[config.mk]
export PLATFORM = sky130hd
export DESIGN_NAME = cpu_core
export DESIGN_NICKNAME = d
export VERILOG_FILES = /design/src/cpu_pkg.sv /design/src/cpu_core.sv /design/src/decode_stage.sv /design/src/execute_stage.sv /design/src/fetch_unit.sv /design/src/reg_scoreboard.sv
export SDC_FILE = /design/constraint.sdc
export NUM_CORES = 1
export LEC_CHECK = 0
export CAP_MARGIN = 20
export CORE_ASPECT_RATIO = 0.9
export CORE_MARGIN = 3
export CORE_UTILIZATION = 59
export CTS_CLUSTER_DIAMETER = 200
export DETAILED_ROUTE_END_ITERATION = 10
export DONT_BUFFER_PORTS = 1
export GPL_ROUTABILITY_DRIVEN = 0
export GPL_TIMING_DRIVEN = 0
export MAX_ROUTING_LAYER = met4
export PLACE_DENSITY = 0.83
export SKIP_LAST_GASP = 1
export SYNTH_ARGS = -nofsm -noshare
export SYNTH_HDL_FRONTEND = slang
export SYNTH_SLANG_ARGS = --single-unit
[constraint.sdc]
create_clock -name clk -period 5.41 [get_ports clk]
set_clock_uncertainty 0.1 [all_clocks]
set_input_delay 0.8115 -clock clk [delete_from_list [all_inputs] [get_ports clk]]
set_output_delay 0.8115 -clock clk [all_outputs]
set_load 0.05 [all_outputs]
[src/cpu_pkg.sv]
package cpu_pkg;

    // ----------------------------------------------------------------------
    // widths
    // ----------------------------------------------------------------------
    localparam int WORD       = 16;
    localparam int ADDR       = 8;
    localparam int W_OP       = 4;
    localparam int W_RD       = 3;
    localparam int W_IMM      = 6;
    localparam int W_OPR      = 16;
    localparam int N_REG      = 8;
    localparam int MUL_CYCLES = 3;

    // ----------------------------------------------------------------------
    // instruction encoding
    // ----------------------------------------------------------------------
    typedef enum logic [W_OP-1:0] {
        OP_NOP  = 4'd0,
        OP_ADD  = 4'd1,
        OP_SUB  = 4'd2,
        OP_ADDI = 4'd3,
        OP_LI   = 4'd4,
        OP_MUL  = 4'd5,
        OP_JMP  = 4'd6
    } opcode_t;

    // msb first, r0 doubles as the destination
    typedef struct packed {
        opcode_t          op;
        logic [W_RD-1:0]  r0;
        logic [W_RD-1:0]  r1;
        logic [W_IMM-1:0] imm;
    } inst_t;

    typedef enum logic [1:0] {
        ALU_ADD  = 2'd0,
        ALU_SUB  = 2'd1,
        ALU_PASS = 2'd2
    } alu_op_t;

    typedef struct packed {
        alu_op_t alu_op;
        logic    use_r0;
        logic    use_r1;
        logic    use_imm;
        logic    writes_reg;
        logic    is_mul;
        logic    is_jmp;
    } d_info_t;

    // ----------------------------------------------------------------------
    // stage payloads
    // ----------------------------------------------------------------------
    typedef struct packed {
        logic [ADDR-1:0] pc;
        logic [WORD-1:0] inst;
    } fetch_pkt_t;

    typedef struct packed {
        logic [ADDR-1:0]  pc;
        d_info_t          d_info;
        logic [W_RD-1:0]  dest;
        logic [W_OPR-1:0] opr0;
        logic [W_OPR-1:0] opr1;
        logic [W_OPR-1:0] imm;
    } issue_pkt_t;

    typedef struct packed {
        logic [W_RD-1:0]  rd;
        logic [W_OPR-1:0] data;
    } wb_pkt_t;

endpackage

[src/cpu_core.sv]
`timescale 1ns/100ps

module cpu_core (
    input  logic                     clk,
    input  logic                     reset,
    output logic [cpu_pkg::ADDR-1:0] imem_addr_o,
    input  logic [cpu_pkg::WORD-1:0] imem_data_i,
    output logic                     wb_valid_o,
    output cpu_pkg::wb_pkt_t         wb_o
);
    import cpu_pkg::*;

    // fetch to decode
    logic             f_v;
    fetch_pkt_t       f_pkt;
    logic             d_stall;

    // decode and scoreboard
    logic [W_RD-1:0]  rd_addr0, rd_addr1;
    logic [W_OPR-1:0] rd_opr0, rd_opr1;
    logic             rsv0, rsv1;
    logic             w_reserve;
    logic [W_RD-1:0]  dest;

    // decode to execute
    logic             d_v;
    issue_pkt_t       d_issue;
    logic             x_stall;

    // jump redirect
    logic             redirect;
    logic [ADDR-1:0]  target;

    // ----------------------------------------------------------------------
    // stages
    // ----------------------------------------------------------------------
    fetch_unit u_fetch (
        .clk         (clk),
        .reset       (reset),
        .stall_i     (d_stall),
        .redirect_i  (redirect),
        .target_i    (target),
        .imem_addr_o (imem_addr_o),
        .imem_data_i (imem_data_i),
        .v_o         (f_v),
        .pkt_o       (f_pkt)
    );

    decode_stage u_decode (
        .clk         (clk),
        .reset       (reset),
        .v_i         (f_v),
        .pkt_i       (f_pkt),
        .stall_o     (d_stall),
        .flush_i     (redirect),
        .r0_o        (rd_addr0),
        .r1_o        (rd_addr1),
        .r_opr0_i    (rd_opr0),
        .r_opr1_i    (rd_opr1),
        .reserved0_i (rsv0),
        .reserved1_i (rsv1),
        .w_reserve_o (w_reserve),
        .dest_o      (dest),
        .ex_i        (wb_valid_o),
        .ex_wb_i     (wb_o),
        .stall_i     (x_stall),
        .v_o         (d_v),
        .issue_o     (d_issue)
    );

    reg_scoreboard u_regs (
        .clk         (clk),
        .reset       (reset),
        .r0_i        (rd_addr0),
        .r1_i        (rd_addr1),
        .opr0_o      (rd_opr0),
        .opr1_o      (rd_opr1),
        .reserved0_o (rsv0),
        .reserved1_o (rsv1),
        .w_reserve_i (w_reserve),
        .dest_i      (dest),
        .wb_valid_i  (wb_valid_o),
        .wb_i        (wb_o)
    );

    execute_stage u_exec (
        .clk         (clk),
        .reset       (reset),
        .v_i         (d_v),
        .issue_i     (d_issue),
        .stall_o     (x_stall),
        .redirect_o  (redirect),
        .target_o    (target),
        .wb_valid_o  (wb_valid_o),
        .wb_o        (wb_o)
    );

endmodule

[src/decode_stage.sv]
`timescale 1ns/100ps

module decode_stage (
    input  logic                      clk,
    input  logic                      reset,
    input  logic                      v_i,
    input  cpu_pkg::fetch_pkt_t       pkt_i,
    output logic                      stall_o,
    input  logic                      flush_i,
    output logic [cpu_pkg::W_RD-1:0]  r0_o,
    output logic [cpu_pkg::W_RD-1:0]  r1_o,
    input  logic [cpu_pkg::W_OPR-1:0] r_opr0_i,
    input  logic [cpu_pkg::W_OPR-1:0] r_opr1_i,
    input  logic                      reserved0_i,
    input  logic                      reserved1_i,
    output logic                      w_reserve_o,
    output logic [cpu_pkg::W_RD-1:0]  dest_o,
    input  logic                      ex_i,
    input  cpu_pkg::wb_pkt_t          ex_wb_i,
    input  logic                      stall_i,
    output logic                      v_o,
    output cpu_pkg::issue_pkt_t       issue_o
);
    import cpu_pkg::*;

    function automatic d_info_t decode_op(opcode_t op);
        d_info_t d;
        d = '0;
        case (op)
            OP_ADD, OP_SUB, OP_MUL: begin
                d.use_r0     = 1'b1;
                d.use_r1     = 1'b1;
                d.writes_reg = 1'b1;
                d.alu_op     = (op == OP_SUB) ? ALU_SUB : ALU_ADD;
                d.is_mul     = (op == OP_MUL);
            end
            OP_ADDI: begin
                d.use_r0     = 1'b1;
                d.use_imm    = 1'b1;
                d.writes_reg = 1'b1;
            end
            OP_LI: begin
                d.use_imm    = 1'b1;
                d.writes_reg = 1'b1;
                d.alu_op     = ALU_PASS;
            end
            OP_JMP: begin
                d.use_imm = 1'b1;
                d.is_jmp  = 1'b1;
            end
            default: d = '0;
        endcase
        return d;
    endfunction

    logic             v_r;
    logic [ADDR-1:0]  pc_r;
    d_info_t          d_info_r;
    logic [W_RD-1:0]  r0_r;
    logic [W_RD-1:0]  r1_r;
    logic [W_OPR-1:0] imm_r;

    inst_t            in_inst;
    d_info_t          in_info;
    logic [W_OPR-1:0] in_imm;

    logic             fwd0, fwd1;
    logic             wait0, wait1;
    logic             hazard;
    logic [W_OPR-1:0] opr0, opr1;

    assign in_inst = pkt_i.inst;
    assign in_info = decode_op(in_inst.op);
    // jmp carries an unsigned absolute target in the low bits
    assign in_imm  = in_info.is_jmp ? W_OPR'(pkt_i.inst[ADDR-1:0]) :
                     {{(W_OPR-W_IMM){in_inst.imm[W_IMM-1]}}, in_inst.imm};

    // ----------------------------------------------------------------------
    // reservation check and forwarding
    // ----------------------------------------------------------------------
    assign r0_o  = r0_r;
    assign r1_o  = r1_r;
    assign fwd0  = ex_i & (ex_wb_i.rd == r0_r);
    assign fwd1  = ex_i & (ex_wb_i.rd == r1_r);
    assign wait0 = d_info_r.use_r0 & reserved0_i & ~fwd0;
    assign wait1 = d_info_r.use_r1 & reserved1_i & ~fwd1;
    assign hazard = v_r & (wait0 | wait1);
    assign opr0  = fwd0 ? ex_wb_i.data : r_opr0_i;
    assign opr1  = fwd1 ? ex_wb_i.data : r_opr1_i;

    assign stall_o     = v_r & ~flush_i & (stall_i | hazard);
    assign v_o         = v_r & ~flush_i & ~hazard;
    assign w_reserve_o = v_o & ~stall_i & d_info_r.writes_reg;
    assign dest_o      = r0_r;

    assign issue_o = '{pc: pc_r, d_info: d_info_r, dest: r0_r,
                       opr0: opr0, opr1: opr1, imm: imm_r};

    always_ff @(posedge clk or negedge reset) begin
        if (!reset) begin
            v_r <= 1'b0;
        end else if (flush_i) begin
            v_r <= 1'b0;
        end else if (!stall_o) begin
            v_r <= v_i;
        end
    end

    always_ff @(posedge clk) begin
        if (!stall_o && !flush_i && v_i) begin
            pc_r     <= pkt_i.pc;
            d_info_r <= in_info;
            r0_r     <= in_inst.r0;
            r1_r     <= in_inst.r1;
            imm_r    <= in_imm;
        end
    end

endmodule

[src/execute_stage.sv]
`timescale 1ns/100ps

module execute_stage (
    input  logic                     clk,
    input  logic                     reset,
    input  logic                     v_i,
    input  cpu_pkg::issue_pkt_t      issue_i,
    output logic                     stall_o,
    output logic                     redirect_o,
    output logic [cpu_pkg::ADDR-1:0] target_o,
    output logic                     wb_valid_o,
    output cpu_pkg::wb_pkt_t         wb_o
);
    import cpu_pkg::*;

    logic             accept;
    logic [W_OPR-1:0] op_b;
    logic [W_OPR-1:0] alu_res;
    logic             alu_wb;

    // multiplier pipe
    logic             m1_v, m2_v;
    logic [W_RD-1:0]  m1_rd, m2_rd;
    logic [W_OPR-1:0] m1_a, m1_b;
    logic [W_OPR-1:0] m2_prod;

    logic             wb_v_r;
    wb_pkt_t          wb_r;
    logic             redirect_r;
    logic [ADDR-1:0]  target_r;

    // busy until the product reaches the write-back register
    assign stall_o = m1_v | m2_v;
    assign accept  = v_i & ~stall_o;

    assign op_b   = issue_i.d_info.use_imm ? issue_i.imm : issue_i.opr1;
    assign alu_wb = accept & issue_i.d_info.writes_reg & ~issue_i.d_info.is_mul;

    // ----------------------------------------------------------------------
    // single-cycle ALU
    // ----------------------------------------------------------------------
    always_comb begin
        case (issue_i.d_info.alu_op)
            ALU_ADD:  alu_res = issue_i.opr0 + op_b;
            ALU_SUB:  alu_res = issue_i.opr0 - op_b;
            ALU_PASS: alu_res = op_b;
            default:  alu_res = '0;
        endcase
    end

    // ----------------------------------------------------------------------
    // control
    // ----------------------------------------------------------------------
    always_ff @(posedge clk or negedge reset) begin
        if (!reset) begin
            m1_v       <= 1'b0;
            m2_v       <= 1'b0;
            wb_v_r     <= 1'b0;
            redirect_r <= 1'b0;
        end else begin
            m1_v       <= accept & issue_i.d_info.is_mul;
            m2_v       <= m1_v;
            wb_v_r     <= m2_v | alu_wb;
            redirect_r <= accept & issue_i.d_info.is_jmp;
        end
    end

    // datapath
    always_ff @(posedge clk) begin
        m1_a     <= issue_i.opr0;
        m1_b     <= issue_i.opr1;
        m1_rd    <= issue_i.dest;
        // low half of the product only
        m2_prod  <= m1_a * m1_b;
        m2_rd    <= m1_rd;
        target_r <= issue_i.imm[ADDR-1:0];
        if (m2_v) begin
            wb_r.rd   <= m2_rd;
            wb_r.data <= m2_prod;
        end else begin
            wb_r.rd   <= issue_i.dest;
            wb_r.data <= alu_res;
        end
    end

    assign wb_valid_o = wb_v_r;
    assign wb_o       = wb_r;
    assign redirect_o = redirect_r;
    assign target_o   = target_r;

endmodule

[src/fetch_unit.sv]
`timescale 1ns/100ps

module fetch_unit (
    input  logic                     clk,
    input  logic                     reset,
    input  logic                     stall_i,
    input  logic                     redirect_i,
    input  logic [cpu_pkg::ADDR-1:0] target_i,
    output logic [cpu_pkg::ADDR-1:0] imem_addr_o,
    input  logic [cpu_pkg::WORD-1:0] imem_data_i,
    output logic                     v_o,
    output cpu_pkg::fetch_pkt_t      pkt_o
);
    import cpu_pkg::*;

    logic [ADDR-1:0] pc_r;
    logic            v_r;
    fetch_pkt_t      pkt_r;
    logic            advance;

    // memory answers in the same cycle, so the pc is the request
    assign imem_addr_o = pc_r;
    assign v_o         = v_r;
    assign pkt_o       = pkt_r;

    assign advance = ~redirect_i & ~stall_i;

    // ----------------------------------------------------------------------
    // program counter and valid
    // ----------------------------------------------------------------------
    always_ff @(posedge clk or negedge reset) begin
        if (!reset) begin
            pc_r <= '0;
            v_r  <= 1'b0;
        end else if (redirect_i) begin
            // bubble for the cycle the target is requested
            pc_r <= target_i;
            v_r  <= 1'b0;
        end else if (!stall_i) begin
            pc_r <= pc_r + 1'b1;
            v_r  <= 1'b1;
        end
    end

    // packet register
    always_ff @(posedge clk) begin
        if (advance) begin
            pkt_r.pc   <= pc_r;
            pkt_r.inst <= imem_data_i;
        end
    end

endmodule

[src/reg_scoreboard.sv]
`timescale 1ns/100ps

module reg_scoreboard (
    input  logic                      clk,
    input  logic                      reset,
    input  logic [cpu_pkg::W_RD-1:0]  r0_i,
    input  logic [cpu_pkg::W_RD-1:0]  r1_i,
    output logic [cpu_pkg::W_OPR-1:0] opr0_o,
    output logic [cpu_pkg::W_OPR-1:0] opr1_o,
    output logic                      reserved0_o,
    output logic                      reserved1_o,
    input  logic                      w_reserve_i,
    input  logic [cpu_pkg::W_RD-1:0]  dest_i,
    input  logic                      wb_valid_i,
    input  cpu_pkg::wb_pkt_t          wb_i
);
    import cpu_pkg::*;

    logic [W_OPR-1:0] regs [N_REG];
    logic [N_REG-1:0] rsv;
    logic [N_REG-1:0] set_mask;
    logic [N_REG-1:0] clr_mask;

    // ----------------------------------------------------------------------
    // read ports
    // ----------------------------------------------------------------------
    assign opr0_o      = regs[r0_i];
    assign opr1_o      = regs[r1_i];
    assign reserved0_o = rsv[r0_i];
    assign reserved1_o = rsv[r1_i];

    // ----------------------------------------------------------------------
    // reservation bits
    // ----------------------------------------------------------------------
    always_comb begin
        set_mask = '0;
        clr_mask = '0;
        if (w_reserve_i) begin
            set_mask[dest_i] = 1'b1;
        end
        if (wb_valid_i) begin
            clr_mask[wb_i.rd] = 1'b1;
        end
    end

    // a reserve on the register being written back stays set
    always_ff @(posedge clk or negedge reset) begin
        if (!reset) begin
            rsv <= '0;
        end else begin
            rsv <= (rsv & ~clr_mask) | set_mask;
        end
    end

    // register file
    always_ff @(posedge clk or negedge reset) begin
        if (!reset) begin
            for (int i = 0; i < N_REG; i++) begin
                regs[i] <= '0;
            end
        end else if (wb_valid_i) begin
            regs[wb_i.rd] <= wb_i.data;
        end
    end

endmodule

==> results of run 1 <==
==> metrics by stage <==
step / util / area [µm²] / std cells
3_5_place_dp: 0.6195 / 16790 / 1838
6_report: 0.6677 / 18100 / 1889
4_1_cts: 0.6591 / 17860 / 1883
5_1_grt: 0.6677 / 18100 / 1889
2_1_floorplan: - / 16320 / 1482
3_3_place_gp: 0.6184 / 16760 / 1836
==> layout by cell type (no fill, tap or decap), types with 7 or more instances in the layout <==
| cell type | instances |
|---|---|
| sky130_fd_sc_hd__buf_4 | 10 |
| sky130_fd_sc_hd__xnor2_1 | 53 |
| sky130_fd_sc_hd__o22ai_1 | 70 |
| sky130_fd_sc_hd__o21ai_0 | 56 |
| sky130_fd_sc_hd__and3_1 | 7 |
| sky130_fd_sc_hd__mux2_2 | 138 |
| sky130_fd_sc_hd__inv_1 | 131 |
| sky130_fd_sc_hd__a22oi_1 | 14 |
| sky130_fd_sc_hd__dfrtp_1 | 149 |
| sky130_fd_sc_hd__clkbuf_2 | 10 |
| sky130_fd_sc_hd__clkinv_2 | 7 |
| sky130_fd_sc_hd__nand2_1 | 162 |
| sky130_fd_sc_hd__or4_1 | 15 |
| sky130_fd_sc_hd__dfxtp_1 | 61 |
| sky130_fd_sc_hd__buf_6 | 7 |
| sky130_fd_sc_hd__and2_1 | 51 |
| sky130_fd_sc_hd__nor2_1 | 36 |
| sky130_fd_sc_hd__buf_2 | 8 |
| sky130_fd_sc_hd__ha_1 | 67 |
| sky130_fd_sc_hd__edfxtp_1 | 39 |
| sky130_fd_sc_hd__xor2_1 | 23 |
| sky130_fd_sc_hd__a21oi_1 | 32 |
| sky130_fd_sc_hd__a21o_1 | 12 |
| sky130_fd_sc_hd__fa_1 | 81 |
| sky130_fd_sc_hd__clkbuf_16 | 30 |
| sky130_fd_sc_hd__clkbuf_1 | 44 |
| sky130_fd_sc_hd__nand3_1 | 7 |
| sky130_fd_sc_hd__dfxtp_2 | 14 |
| sky130_fd_sc_hd__mux2i_1 | 20 |
| sky130_fd_sc_hd__nor3_1 | 9 |
| sky130_fd_sc_hd__mux4_1 | 12 |
| sky130_fd_sc_hd__mux4_2 | 22 |
==> synth_stat cells (14+ instances only) <==
master	n
sky130_fd_sc_hd__a21oi_1	35
sky130_fd_sc_hd__a22oi_1	14
sky130_fd_sc_hd__and2_1	52
sky130_fd_sc_hd__clkbuf_1	71
sky130_fd_sc_hd__dfrtp_1	150
sky130_fd_sc_hd__dfxtp_1	81
sky130_fd_sc_hd__edfxtp_1	39
sky130_fd_sc_hd__fa_1	81
sky130_fd_sc_hd__ha_1	70
sky130_fd_sc_hd__inv_1	131
sky130_fd_sc_hd__mux2_2	138
sky130_fd_sc_hd__mux2i_1	23
sky130_fd_sc_hd__mux4_2	22
sky130_fd_sc_hd__nand2_1	163
sky130_fd_sc_hd__nor2_1	36
sky130_fd_sc_hd__o21ai_0	59
sky130_fd_sc_hd__o22ai_1	70
sky130_fd_sc_hd__or4_1	15
sky130_fd_sc_hd__xnor2_1	53
sky130_fd_sc_hd__xor2_1	23
==> registers in the layout (all words and copies together), names as in the netlist, 3 cells and up <==
register / cells
u_regs.regs: 128
u_exec.wb_o: 19
u_exec.m1_a: 16
u_exec.m1_b: 16
u_exec.m2_prod: 16
u_fetch.pkt_o: 16
u_decode.imm_r: 9
u_decode.issue_o: 8
u_exec.target_o: 8
u_fetch.imem_addr_o: 8
u_regs.rsv: 8
u_decode.dest_o: 3
u_decode.r1_o: 3
u_exec.m1_rd: 3
u_exec.m2_rd: 3
==> repair_timing <==
item	4_1_cts	5_1_grt
resized for setup	28	79
hold buffers	1	0
pin swaps	1	12
setup buffers	1	8
endpoints found under the setup margin	10	10
endpoints found under the hold margin	150	0
==> cell families (layout without fill, tap and decap cells) <==
logic type / after synthesis / count (layout) / synth area share
compound gates: 229 / 229 / 0.08911
xor+xnor: 76 / 76 / 0.04079
fa+ha+maj: 151 / 151 / 0.1531
buf+inv: 220 / 272 / 0.05329
flops: 270 / 270 / 0.4012
mux: 196 / 196 / 0.1600
other cells: 0 / 1 / 0
simple gates: 340 / 340 / 0.1026
==> layout make-up <==
type / instances / share of cell area
multi-input cells: 992 / 0.4984
flip-flops and latches: 270 / 0.3640
clock buffers: 34 / 0.04453
inverters: 131 / 0.02717
well taps: 354 / 0.02448
plain buffers: 80 / 0.02413
clock inverters: 15 / 0.01030
repair buffers: 12 / 0.006776
diodes: 1 / 0.0001383
==> final timing paths <==
check	from	to	slack, ps	cells after the start
max	u_decode.dest_o[2]	u_exec.wb_o[12]	90	16
min	reset	u_regs.regs[52]	130	1
max reg2reg	u_decode.dest_o[2]	u_exec.wb_o[12]	90	16
min reg2reg	u_exec.m1_rd[0]	u_exec.m2_rd[0]	230	0
max in group asynchronous	reset	u_exec.wb_valid_o	4420	1
min in group clk	u_exec.m1_rd[0]	u_exec.m2_rd[0]	230	0
==> per-layer routing <==
layer | vias to the layer above | routed length (µm) | global-route usage
met2 | 809 | 20740 | 0.4889
li1 | 5211 | - | -
met1 | 6107 | 17120 | 0.3897
met4 | 0 | 2545 | 0.1398
met3 | 209 | 4680 | 0.06466
met5 | - | 0 | -
==> worst max-delay path, cell delays in order (launching register included) <==
cell,delay (ps)
sky130_fd_sc_hd__edfxtp_1,370
sky130_fd_sc_hd__clkbuf_1,300
sky130_fd_sc_hd__clkbuf_1,410
sky130_fd_sc_hd__nand3b_1,260
sky130_fd_sc_hd__clkbuf_2,380
sky130_fd_sc_hd__o22ai_1,150
sky130_fd_sc_hd__or4_1,560
sky130_fd_sc_hd__o21ai_0,390
sky130_fd_sc_hd__ha_1,360
sky130_fd_sc_hd__a21o_1,200
sky130_fd_sc_hd__a21o_1,180
sky130_fd_sc_hd__a21oi_1,290
sky130_fd_sc_hd__o31ai_1,160
sky130_fd_sc_hd__a221oi_1,390
sky130_fd_sc_hd__nor2b_1,260
sky130_fd_sc_hd__xnor2_1,90
sky130_fd_sc_hd__a221o_1,340
==> results.md, run 1 <==
Logic synthesis:
- The share of synthesized flip-flops with an asynchronous set or reset is 0.5556.
- The cell taking the most area after synthesis is sky130_fd_sc_hd__dfrtp_1.
- The sequential share of the synthesized area is 0.4012.
- The average cell area after synthesis is 11.01 µm².
- The count of flip-flops with a built-in enable after synthesis is 39.
- Yosys printed 0 warnings.
- Yosys mapped the design onto 65 distinct sky130hd cell types.
- Sorting the synthesized cells by area gives the leading types as sky130_fd_sc_hd__dfrtp_1 23%, sky130_fd_sc_hd__dfxtp_1 9.9%, sky130_fd_sc_hd__fa_1 9.9%.
- The count of state elements after synthesis is 270.
- The mapped cell area is 0.01632 mm².
- The post-synth net total is 1,651.
- The share of synthesized area in the top cell type comes to 0.2300.
- The most used flip-flop cell after synthesis is sky130_fd_sc_hd__dfrtp_1.
- The post-synthesis instance total is 1,482.

Die:
- The die span in y is 163.8 µm.
- The floorplan has 57 rows.
- The floorplan step defined a die boundary enclosing 0.02969 mm².
- The top-level I/O count is 46.
- The effective utilization at floorplan is 0.6021.
- The core region is 0.02710 mm².
- The horizontal die dimension is 181.3 µm.

Global routing:
- The global-route wire length before repair is 69,670 µm.
- The number of global-route vias before repair came to 12,532.
- The initial antenna violation count was 3.
- The total overflow left after global routing is 0.
- Entering global routing, the biggest net connects 151 pins.
- The total global routing track utilization is 0.3094.

CTS:
- The clock tree root driver cell is sky130_fd_sc_hd__clkbuf_16.
- The CTS buffer count is 27.
- The number of buffers between clock root and the deepest sink is 3.
- The worst-skew pair later-pin latency is 540 ps.
- After clock tree synthesis, the clock-pin slew on the worst setup and hold paths is 70 ps.
- In this run the number of H-tree levels came out at 1.
- The CTS tree is built.
- The clock sink count is 270.

Setup path:
- Along the worst path, the maximum fanout reaches 10.
- STA classifies the critical path startpoint as a flip-flop.
- The worst setup path is captured at a flip-flop.
- STA puts the critical path data required time at 5720 ps.
- The worst setup path is of the flip-flop to flip-flop kind.
- Data on the critical path arrives at its endpoint at 5620 ps.

Placement:
- The setup slack at placement is -602.2 ps.
- Port buffering added 0 buffers.
- Summed over all nets, the half-perimeter wirelength after detailed placement is 32,280 µm.

STA:
- Of the available clock period, the critical path in the final layout requires 0.9825.
- Setup violations remaining at the end of the flow were counted as 0.
- The headroom to the max-slew limit is 0.3148.
- The number of max-slew violations in the final report is 0.
- For the pin with the worst max-slew slack, the measured transition is 1028 ps.
- The post-route worst hold slack is 127.8 ps.
- The number of hold violations in the final report is 0.
- Setup repair after global routing could not meet its margin everywhere.
- Setup total negative slack on the finished layout was measured at 0 ps.
- The peak clock frequency supported by timing is 188.1 MHz.
- Across all setup checks in the final design, the least slack found is 94.84 ps.
- The routed design could run at a clock period as short as 5315 ps.

Routing:
- Dividing the detail-routed wire length by the instance count gives 23.87 µm.
- The number of search-and-repair iterations in the first detailed-routing pass is 7.
- The remaining antenna violation count is 0.
- The via-per-instance ratio is 6.530.
- The total number of vias is 12,336.
- The remaining routing DRC violations is 0.
- The first routing iteration left 1,268 violations.
- After detailed routing, the total wire length is 45,080 µm.

Finish:
- The proportion of layout cells with a drive suffix above 1 is 0.1975.
- The area of combinational cells with multiple inputs is 0.009020 mm².
- The storage element area is 0.006588 mm².
- The area added between synthesis and finish is 10.90%.
- The number of nets in the layout is 1,683.
- Counting the fill cells in the layout gives 1,931.

Job:
- The number of max-cap violations is 0.

Outcome:
- The run finished with clean final reports.

Min path:
- The type of the worst min-delay path is input port to async pin.
Power of run 1 is not shown: default switching activity piles up to over one toggle a cycle in this logic, so the estimate is an artifact.
==> run 2, diff against run 1 <==
--- a/config.mk
+++ b/config.mk
@@ -8,14 +8,15 @@
 export CAP_MARGIN = 20
 export CORE_ASPECT_RATIO = 0.9
 export CORE_MARGIN = 3
-export CORE_UTILIZATION = 59
+export CORE_UTILIZATION = 60
+export CTS_BUF_LIST = sky130_fd_sc_hd__clkbuf_8
 export CTS_CLUSTER_DIAMETER = 200
 export DETAILED_ROUTE_END_ITERATION = 10
 export DONT_BUFFER_PORTS = 1
 export GPL_ROUTABILITY_DRIVEN = 0
 export GPL_TIMING_DRIVEN = 0
 export MAX_ROUTING_LAYER = met4
-export PLACE_DENSITY = 0.83
+export PLACE_DENSITY = 0.84
 export SKIP_LAST_GASP = 1
 export SYNTH_ARGS = -nofsm -noshare
 export SYNTH_HDL_FRONTEND = slang
==> results.md, run 2 (synthesized netlist as in run 1, its figures left out) <==
Outcome:
- The flow ran to the end, but the final reports show violations.
- The checks that failed: negative setup slack.

Routing:
- The sum of met3 wire segment lengths after detailed routing is 5295 µm (+13%).
- The number of search-and-repair iterations in the first detailed-routing pass is 6 (-1).
- The routed metal-1 wirelength is 17,220 µm (+0.63%).
- The total wire length after detailed routing was 46,340 µm (+2.8%).
- After detailed routing, no signal wire sits above met4.
- The remaining antenna violation count was 0 (unchanged).
- The via-per-instance ratio is 6.486 (-0.68%).
- The total number of vias was 12,525 (+1.5%).
- The DRC marker count from the first detailed-route iteration is 1,483 (+17%).
- The length of routed met2 wiring is 21,110 µm (+1.8%).
- The remaining routing DRC violations is 0 (unchanged).
- The detailed-route wire length per cell is 24.00 µm (+0.54%).

Placement:
- The final HPWL from detailed placement is 32,430 µm (+0.44%).
- The number of instances in the placed design is 1,835 (-0.16%).
- The count of buffers from port buffering is 0 (unchanged).
- The post-placement cell area is 0.01678 mm² (about the same).

Die:
- The area inside the core boundary is 0.02642 mm² (-2.5%).
- The die span in y is 162.4 µm (-0.81%).
- The number of standard-cell rows in the floorplan is 56 (-1.8%).
- The effective utilization at floorplan was 0.6177 (+0.01563).
- The top-level I/O count is 46 (unchanged).
- The horizontal die dimension came to 179.8 µm (-0.81%).
- The die footprint is 0.02921 mm² (-1.6%).

Finish:
- The number of standard cells in the layout, taps in and fillers out is 1,931 (+2.2%).
- The final cell utilization of the core is 0.6865 (+0.01880).
- The proportion of layout cells with a drive suffix above 1 came to 0.2162 (+0.01866).
- The cell area after layout is 0.01813 mm² (+0.21%).
- The number of flip-flops under the largest register name is 128 (unchanged).
- In the layout the commonest cells are 163 x sky130_fd_sc_hd__nand2_1, 149 x sky130_fd_sc_hd__dfrtp_1, 138 x sky130_fd_sc_hd__inv_1, 138 x sky130_fd_sc_hd__mux2_2, 81 x sky130_fd_sc_hd__fa_1.
- From synthesis to final layout, the design area changed by 11.14%.
- Counting flops per register, the top entry is u_regs.regs.
- The number of nets in the layout is 1,717 (+2.0%).
- The library cell used most frequently in the layout, excluding fill and tap cells, is sky130_fd_sc_hd__nand2_1.

STA:
- Setup repair after global routing could not meet its margin everywhere.
- The post-route clock period utilization is 1.009 (+0.02687).
- The number of hold violations in the final report is 0 (unchanged).
- The post-layout worst setup margin was -50.50 ps (-145.3 ps).
- The number of max-slew violations in the final report was 0 (unchanged).
- The transition time at the pin with the least slew margin was 1060 ps (+32.27 ps).
- The final count of negative-setup-slack endpoints came to 1 (+1).
- The shortest clock period the worst path allows after layout is 5461 ps (+145.3 ps).
- The peak clock frequency supported by timing is 183.1 MHz (-2.7%).
- The headroom to the max-slew limit is 0.2933 (-0.02151).

Min path:
- In this run the worst hold path is classified as input port to async pin.

CTS:
- The clock slew at the register clock pins of the worst setup and hold paths was 70 ps (about the same).
- The tree is rooted in a sky130_fd_sc_hd__clkbuf_8.
- The clock sink count came to 270 (unchanged).
- The CTS buffer count came to 43 (+59%).
- The worst-skew pair later-pin latency is 570 ps (+30 ps).
- The number of H-tree levels is 2 (+1).
- TritonCTS built the clock tree.
- The number of buffers between clock root and the deepest sink is 3 (unchanged).

Setup path:
- Among all stages on the critical path, the largest delay is contributed by sky130_fd_sc_hd__fa_1.
- The endpoint required time on the critical path is 5790 ps (+70 ps).
- The critical path capture point type is a flip-flop.
- Walking the worst path, the cells encountered are buf_6, buf_4, nand2_1, fa_1, inv_1, ha_1, ha_1, inv_1, fa_1, inv_1, ha_1, inv_1, fa_1, inv_1, ha_1, a21oi_2, o21bai_1, a21oi_4, nor2b_4, o21a_1, o31a_1, o41ai_4, xnor2_1.
- The largest stage delay on the critical path is 590 ps (+30 ps).
- The worst setup path is launched from a flip-flop.
- The most repeated library cell on the critical path is sky130_fd_sc_hd__inv_1.
- The buffer and inverter count on the worst path came to 7 (+4).
- The arrival time of the worst setup path is 5840 ps (+220 ps).
- The largest fanout of any net on the critical path is 6 (-4).
- The startpoint of the most critical register-to-register path is u_exec.m1_a[3].
- In this run the worst setup path begins at u_exec.m1_a[3].
- Among cell families on the critical path, the largest total delay comes from adder cells.
- The worst setup path is of the flip-flop to flip-flop kind.

Global routing:
- The number of global-route vias before repair is 12,576 (+0.35%).
- The global-route wire length before repair is 69,800 µm (+0.19%).
- The total global routing track utilization is 0.3133 (+0.003844).
- The pin count of the biggest net entering global routing is 151 (unchanged).
- The final global-route overflow total is 0 (unchanged).
- The initial antenna violation count is 3 (unchanged).

Job:
- The number of max-cap violations came to 0 (unchanged).
[run 2: cell types whose count changed in the layout (fill, tap and decap cells not counted), sizes merged]
cell,previous run,this run
buf,35,51
inv,131,144
clkbuf,91,113
bufinv,4,1
[run 2: final timing paths]
check                                      to  slack, ps  depth (start not counted)
setup / recovery           u_exec.m2_prod[15]        -50                         23
hold / removal                u_regs.regs[65]        110                          1
setup reg to reg           u_exec.m2_prod[15]        -50                         23
hold reg to reg               u_exec.m2_rd[2]        230                          0
max in group asynchronous   u_exec.wb_valid_o       4460                          1
min in group clk              u_exec.m2_rd[2]        230                          0
[run 2: cell type report]
class / instances / area, µm²
Inverter: 131 / 491.7
Sequential cell: 270 / 6594
Antenna cell: 1 / 2.502
Fill cell: 1744 / 8280
Multi-Input combinational cell: 992 / 9021
Timing Repair Buffer: 30 / 255.2
Buffer: 80 / 442.9
Clock buffer: 54 / 743.2
Tap cell: 348 / 435.4
Clock inverter: 25 / 148.9
[run 2: worst register-to-register path, delay by kind of cell (launching register included)]
family | cells | cell delay, ps
fa+ha+maj | 7 | 2560
compound gates | 6 | 1550
buf+inv | 7 | 480
flops | 1 | 360
simple gates | 2 | 150
xor+xnor | 1 | 160
[run 2: per-stage QoR]
step / hold WS [ps] / TNS [ps] / setup slack, ps
floorplan: 209.6 / 0 / 337.3
global placement: 209.5 / -7699 / -510.9
detailed placement: 212.8 / -1736 / -558.0
CTS: 191.6 / -13.91 / -13.91
global route: 182.8 / -370.5 / -251.3
finish: 108.9 / -50.50 / -50.50
[run 2: timing repair]
action	CTS	global route
buffers inserted	0	23
hold buffers	1	0
pin swaps	1	24
hold endpoints to repair	150	0
gates resized for setup	27	96
gates cloned	0	1
setup endpoints to repair	9	10
[run 2: routing by layer]
| layer | vias up | GRT usage |
|---|---|---|
| met5 | - | - |
| met3 | 219 | 0.06856 |
| met2 | 914 | 0.4818 |
| met1 | 6096 | 0.4033 |
| li1 | 5296 | - |
| met4 | 0 | 0.1438 |
Power of run 2 is left out for the same reason.
==> run 3, diff against run 2 <==
--- a/config.mk
+++ b/config.mk
@@ -16,7 +16,7 @@
 export GPL_ROUTABILITY_DRIVEN = 0
 export GPL_TIMING_DRIVEN = 0
 export MAX_ROUTING_LAYER = met4
-export PLACE_DENSITY = 0.84
+export PLACE_DENSITY = 0.81
 export SKIP_LAST_GASP = 1
 export SYNTH_ARGS = -nofsm -noshare
 export SYNTH_HDL_FRONTEND = slang
==> constraint.sdc (replaced) <==
create_clock -name clk -period 6.7 [get_ports clk]
set_clock_uncertainty 0.1 [all_clocks]
set_input_delay 1.005 -clock clk [delete_from_list [all_inputs] [get_ports clk]]
set_output_delay 1.005 -clock clk [all_outputs]
set_load 0.05 [all_outputs]
==> results.md, run 3 (synthesized netlist as in run 1, its figures left out) <==
Setup path:
- The arrival time of the worst setup path came to 6350 ps (+510 ps).
- The largest stage delay on the critical path is 560 ps (-30 ps).
- The largest fanout of any net on the critical path is 10 (+4).
- The endpoint required time on the critical path is 7020 ps (+1230 ps).
- The kind of cell with the highest combined delay along the critical path is adder cells.
- Traced cell by cell, the critical path runs through clkbuf_1, nand2_1, fa_1, fa_1, inv_1, ha_1, inv_1, fa_1, fa_1, inv_1, fa_1, ha_1, a21oi_1, nor2b_1, o21a_1, o31a_1, o41ai_1, xnor2_1.
- The buffer and inverter count on the worst path came to 4 (-3).
- In this design, the critical path's most frequently occurring cell is sky130_fd_sc_hd__fa_1.
- The critical path is of the flip-flop to flip-flop type.
- STA classifies the critical path startpoint as a flip-flop.
- The cell with the largest stage delay on the worst path is sky130_fd_sc_hd__fa_1.
- The critical path capture point type is a flip-flop.

Routing:
- The via-per-instance ratio is 6.395 (-1.4%).
- The remaining routing DRC violations was 0 (unchanged).
- The DRC marker count from the first detailed-route iteration was 1,414 (-4.7%).
- The number of search-and-repair iterations in the first detailed-routing pass was 9 (+3).
- The remaining antenna violation count is 0 (unchanged).
- The detailed-route wire length per cell is 23.49 µm (-2.1%).
- The total number of vias is 12,221 (-2.4%).
- The total wire length after detailed routing is 44,890 µm (-3.1%).

Placement:
- The count of buffers from port buffering is 0 (unchanged).
- The final HPWL from detailed placement is 32,430 µm (about the same).

Finish:
- The final cell utilization of the core is 0.6694 (-0.01710).
- The area added between synthesis and finish is 8.374%.
- The number of nets in the layout is 1,699 (-1.0%).
- The number of flip-flops under the largest register name is 128 (unchanged).
- The most frequent standard cell in the layout excluding fill and tap cells is sky130_fd_sc_hd__nand2_1.
- The proportion of layout cells with a drive suffix above 1 is 0.1620 (-0.05421).
- The library cells used most frequently in the layout, excluding fill and tap cells, are 163 x sky130_fd_sc_hd__nand2_1, 150 x sky130_fd_sc_hd__dfrtp_1, 146 x sky130_fd_sc_hd__inv_1.
- Counting flops per register, the top entry is u_regs.regs.

STA:
- The transition time at the pin with the least slew margin is 987.2 ps (-72.80 ps).
- The shortest clock period the worst path allows after layout was 6030 ps (+569.9 ps).
- The post-route clock period utilization is 0.9001 (-0.1093).
- The total negative setup slack came to 0 ps (+50.50 ps).
- The peak clock frequency supported by timing is 165.8 MHz (-9.5%).
- The number of max-slew violations in the final report came to 0 (unchanged).
- The number of hold violations in the final report was 0 (unchanged).
- The headroom to the max-slew limit is 0.3419 (+0.04853).
- Setup repair after global routing left no endpoint under its margin.
- The final count of negative-setup-slack endpoints is 0 (-1).

Job:
- The number of max-cap violations is 0 (unchanged).

Global routing:
- The initial antenna violation count is 2 (-1).
- The total global routing track utilization is 0.3176 (+0.004311).
- The global-route wire length before repair is 70,260 µm (+0.66%).
- The number of global-route vias before repair is 12,552 (-0.19%).
- The pin count of the biggest net entering global routing is 151 (unchanged).
- The final global-route overflow total is 0 (unchanged).

CTS:
- The number of buffers between clock root and the deepest sink came to 3 (unchanged).
- The clock slew at the register clock pins of the worst setup and hold paths is 70 ps (about the same).
- The number of gates resized after cts is 0 (-100%).
- The number of H-tree levels is 2 (unchanged).
- The clock tree root driver cell is sky130_fd_sc_hd__clkbuf_8.
- The cts-stage hold buffer count was 0 (-1).
- The clock sink count was 270 (unchanged).
- The worst-skew pair later-pin latency is 560 ps (about the same).
- The buffer count from post-CTS setup fixing is 0 (unchanged).
- The CTS buffer count is 44 (+2.3%).
- The CTS tree is built.

Die:
- The die footprint is 0.02921 mm² (unchanged).
- The top-level I/O count is 46 (unchanged).
- The area inside the core boundary came to 0.02642 mm² (unchanged).
- The die span in y was 162.4 µm (unchanged).
- The effective utilization at floorplan was 0.6177 (unchanged).
- The horizontal die dimension was 179.8 µm (unchanged).
- The number of standard-cell rows in the floorplan was 56 (unchanged).

Min path:
- The type of the worst min-delay path is input port to async pin.

Outcome:
- The flow ran to the end, and the final reports show no timing, DRC or antenna violations.
[run 3: final cells by class]
type                    instances  area [µm²]
multi-input cells             992        8916
fillers                      1944        8732
flip-flops and latches        270        6546
clock buffers                  51       701.9
inverters                     131       491.7
well taps                     348       435.4
plain buffers                  89       377.9
clock inverters                27       198.9
repair buffers                  2       12.51
diodes                          1       2.502
[run 3: routing by layer]
layer  vias up  track usage  wire (µm)  part of all wire
met5         -            -          0                 0
li1       5252            -          -                 -
met4         0       0.1413       2444             0.054
met1      6010       0.4062      17630              0.39
met3       206      0.07660       4807              0.11
met2       753       0.4881      20010              0.45
[run 3: metrics by stage]
step / std cells / cell area (µm²) / setup slack (ps) / hold WS (ps)
final: 1911 / 17680 / 669.6 / 60.70
after global routing: 1911 / 17680 / 442.4 / 36.91
after CTS: 1910 / 17680 / 725.5 / 35.42
after detailed placement: 1832 / 16780 / 765.0 / 212.1
after global placement: 1830 / 16750 / 742.6 / 210.1
after floorplan: 1482 / 16320 / 1627 / 209.6
[run 3: worst paths after layout]
kind,from,endpoint,slack (ps),cells past startpoint
worst max-delay path,u_exec.m1_b[1],u_exec.m2_prod[15],670,18
worst min-delay path,reset,u_regs.regs[35],60,0
worst max register to register,u_exec.m1_b[1],u_exec.m2_prod[15],670,18
worst min register to register,u_exec.m1_rd[1],u_exec.m2_rd[1],230,0
max in group asynchronous,reset,u_decode.v_r,6230,0
min in group clk,u_exec.m1_rd[1],u_exec.m2_rd[1],230,0
[run 3: worst register-to-register path, delay by kind of cell, from the launching register on]
kind            cells  cell delay [ps]
fa+ha+maj           7             3060
compound gates      4             1260
buf+inv             4              650
flops               1              450
simple gates        2              240
xor+xnor            1              160
Power of run 3 is left out for the same reason.
